===== src/common/des_pipe_pkg.sv =====
`default_nettype none

// Basic DES datapath types and round constants
// Bits use the 1-to-N numbering of the DES standard (bit 1 is the MSB)
package des_pipe_pkg;

    typedef logic [1:64] des_block_t;   // Plaintext or ciphertext block
    typedef logic [1:32] des_half_t;    // Left or right Feistel half
    typedef logic [1:48] des_subkey_t;  // Round key out of PC-2
    typedef logic [1:64] des_key_t;     // Full key, parity bits still in place

    localparam int DES_ROUNDS = 16;

    // Left rotation of C and D before each round
    localparam int des_shift_sched [DES_ROUNDS] = '{
        1, 1, 2, 2, 2, 2, 2, 2,
        1, 2, 2, 2, 2, 2, 2, 1
    };

endpackage : des_pipe_pkg

`default_nettype wire


===== src/verilog/des_key_reg.sv =====
`timescale 1ns/1ps
`default_nettype none

// Key holding register beside the datapath
// key_valid tells whether any key was loaded since reset
module des_key_reg
    import des_pipe_pkg::*;
(
    input  wire logic clk,
    input  wire logic arst_n,
    input  wire logic key_load,   // One-cycle load strobe
    input  des_key_t  key,
    output des_key_t  key_q,      // Feeds the key schedule
    output logic      key_valid
);

    // Zero key until the first load
    always_ff @(posedge clk or negedge arst_n) begin
        if (!arst_n) begin
            key_q <= '0;
        end else if (key_load) begin
            key_q <= key;
        end
    end

    // Sticky once set
    always_ff @(posedge clk or negedge arst_n) begin
        if (!arst_n) begin
            key_valid <= 1'b0;
        end else if (key_load) begin
            key_valid <= 1'b1;   // Stays up until the next reset
        end
    end

endmodule : des_key_reg

`default_nettype wire


===== config.mk =====
export PLATFORM = sky130hd
export DESIGN_NAME = des_key_reg
export DESIGN_NICKNAME = d
export VERILOG_FILES = /design/src/common/des_pipe_pkg.sv /design/src/verilog/des_key_reg.sv
export SDC_FILE = /design/constraint.sdc
export NUM_CORES = 1
export LEC_CHECK = 0
export BUFFER_PORTS_ARGS = -buffer_cell sky130_fd_sc_hd__buf_2
export CAP_MARGIN = 20
export CORE_MARGIN = 2
export CORE_UTILIZATION = 45
export DETAILED_ROUTE_END_ITERATION = 8
export PLACE_DENSITY = 0.78
export SLEW_MARGIN = 20
export SYNTH_ARGS = -nofsm -noshare
export SYNTH_HDL_FRONTEND = slang
export SYNTH_SLANG_ARGS = --single-unit

===== constraint.sdc =====
create_clock -name clk -period 0.8 [get_ports clk]
set_input_delay 0.2 -clock clk [delete_from_list [all_inputs] [get_ports clk]]
set_output_delay 0.2 -clock clk [all_outputs]
set_load 0.1 [all_outputs]

==> results by group <==
Final layout
  – Antenna cells: 0
  – Area Overhead vs Synth: 94.6%
  – Commonest non-fill, non-tap cell in the layout: buf_12
  – Final layout net count: 366
  – Register area: 1870 um^2
  – Multi-input logic area: slightly above 900 um^2
  – Fill cells: between 150 and 200
  – Utilization after layout: 91.7%
  – Non-filler cells, final: 376
  – Most frequent cells in the layout: 69 x buf_12, 65 x buf_2, 65 x dfrtp_4
  – Share of cells above drive strength 1: between 90% and 100%

Timing
  – Rel. slew slack: ~86%
  – Least-Margin Pin Slew: slightly above 0.2 ns
  – # setup viols final: 130
  – Fin crit period: 1.24 ns
  – Post-route clock skew: 0 ns
  – Fin crit share: 155%
  – WHS: 0.0769 ns
  – RSZ-0062 raised after global routing: yes
  – Final WS setup: -0.437 ns
  – Final Slew Violations: 0
  – Hold Fails Final Rpt: 0
  – FMAX: 809 MHz

Worst setup path
  – Worst setup EP type: output pin
  – Crit-path cells: buf_12
  – Worst r2r dst: key_q[14]
  – Crit Path Category: reg2out
  – Max stage delay on crit path: 0.51 ns
  – Worst R2R Setup Slack: -0.23 ns
  – Worst path bufs/invs: 1
  – CP max stage cell: dfrtp_4
  – Cells on worst reg2reg path: 2
  – CP top delay family: flip-flops
  – CP Max Fanout: 2
  – Worst R2R Start: key_q[14]
  – Crit path DAT: 1.04 ns
  – WP data required: roughly 0.60 ns
  – CP startpoint kind: register

Route
  – Drt first pass iters: 4
  – Final ANT Viol Nets: 0
  – Routed wl met3: 512 um
  – Vias: ~1,800
  – Metal2 WL: 4480 um
  – DRT met1 WL: 2880 um
  – Drt via density: 4.82
  – Initial DRC Count: between 50 and 60
  – DR top layer: met4
  – Final wirelength: 8070 um
  – Per-cell routed wire length: 21.5 um
  – Drc violations: 0

Clock tree
  – Num CTS Buffers: 9
  – Clock root buffer: clkbuf_8
  – Clock slew at reported path FFs: 0.08 ns
  – Clock buffer depth: 2
  – CTS tree: done
  – CTS H-tree lvls: 3
  – Count of clock tree sinks: 65
  – Worst-Skew Late Latency: 0.34 ns

GRT
  – Vias in the first global route: 2,108
  – Initial antenna violation count: 0
  – Overflow after GRT: 0
  – Total global-route track usage: 26.2%
  – Largest net degree at the start of global routing: 39
  – First-pass GRT wire length: 11,900 um

Min path
  – Hold Path Class: in2reg
  – Hold-critical path endpoint: key_q[24]
  – Worst Hold Depth: 2
  – Hold wc startpoint: key[24]

Yosys
  – Post-Syn Nets: a little over 200
  – Syn Std Cell Area: approximately 2600 um^2
  – Cells after Synth: 137
  – Sequential area share after synthesis: 62.3%
  – Yosys cell types: 6
  – YS warnings: 0
  – Syn_area_per_cell: 19.1 um^2
  – FF+latch count, synth: 65

Placement
  – IO buf count: approximately 130
  – Placed cell count: 339
  – Dpl hpwl: 5010 um
  – GPL Wtd Cong: 0.708

Floorplan
  – Width of the die: about 80 um
  – Die ar.: roughly 6400 um^2
  – Ports: 132
  – CORE AREA: 5540 um^2
  – Rows: 27
  – Die Ht: 80.2 um
  – Initial Util: 47.1%

Pwr
  – VDD IR-drop max: approximately 1.9 mV
  – Leakage: 2.34 nW
  – Cell Pwr Density: about 2500 nW/um^2

Status
  – Status: finished, violations left
  – Failing checks: negative setup slack

Flow run
  – Number of max-cap violations: 0
## cell families (layout without fill, tap and decap cells)
| logic type | after synthesis | in the layout | share of synthesized area (%) |
|---|---|---|---|
| buf+inv | 7 | 174 | 2.78 |
| flops | 65 | 65 | 62.3 |
| mux | 64 | 64 | 34.7 |
| simple gates | 1 | 1 | 0.240 |
## synth_stat cells (all sizes together)
master | n | share of area, %
mux2 | 64 | 35
or2 | 1 | 0.24
buf | 7 | 2.8
dfrtp | 65 | 62
## metrics by stage
step	setup slack (ns)	power (mW)	cell area (um^2)	setup TNS [ns]
finish	-0.437	12.5	5080	-34.74
global route	-0.450	12.8	5080	-36.58
CTS	-0.433	12.4	5020	-34.04
detailed placement	-0.242	9.05	4600	-15.96
global placement	-0.212	8.97	4600	-14.48
floorplan	-0.227	7.09	2850	-14.59
## per-layer routing
layer | vias to the layer above | GRT usage, %
met1 | 915 | 30.2
met3 | 16 | 6.63
met4 | 0 | 12.0
met5 | - | 0
met2 | 82 | 45.7
li1 | 798 | -
## registers in the layout, indices dropped and copies added (netlist names)
| signal | cells |
|---|---|
| key_valid | 1 |
| key_q | 64 |
## timing repair
action / 4_1_cts / 5_1_grt
hold endpoints to repair: 65 / 0
endpoints found under the setup margin: 130 / 130
hold buffers: 1 / 0
gates cloned: 0 / 0
setup buffers: 16 / 18
resized for setup: 17 / 21
## worst max-delay path by stage
stage	from	end	slack [ns]	cells after the start
floorplan	key_q[53]	key_q[53]	-0.23	1
global route	key_q[12]	key_q[12]	-0.45	1
detailed placement	key_load	key_q[8]	-0.24	3
CTS	key_q[42]	key_q[42]	-0.43	1
finish	key_q[14]	key_q[14]	-0.44	1
global placement	key_load	key_q[3]	-0.21	3
## cell type report
type / count / share of cell area (%)
repair buffers: 158 / 38.7
flip-flops and latches: 65 / 36.8
clock buffers: 11 / 2.98
well taps: 72 / 1.77
clock inverters: 5 / 1.53
multi-input cells: 65 / 18.2
## where the power goes
group          internal, mW  switching [mW]
Combinational          2.04            3.00
Clock                  1.91            1.35
Sequential             3.82           0.407
(Power assumes the default switching activity.)
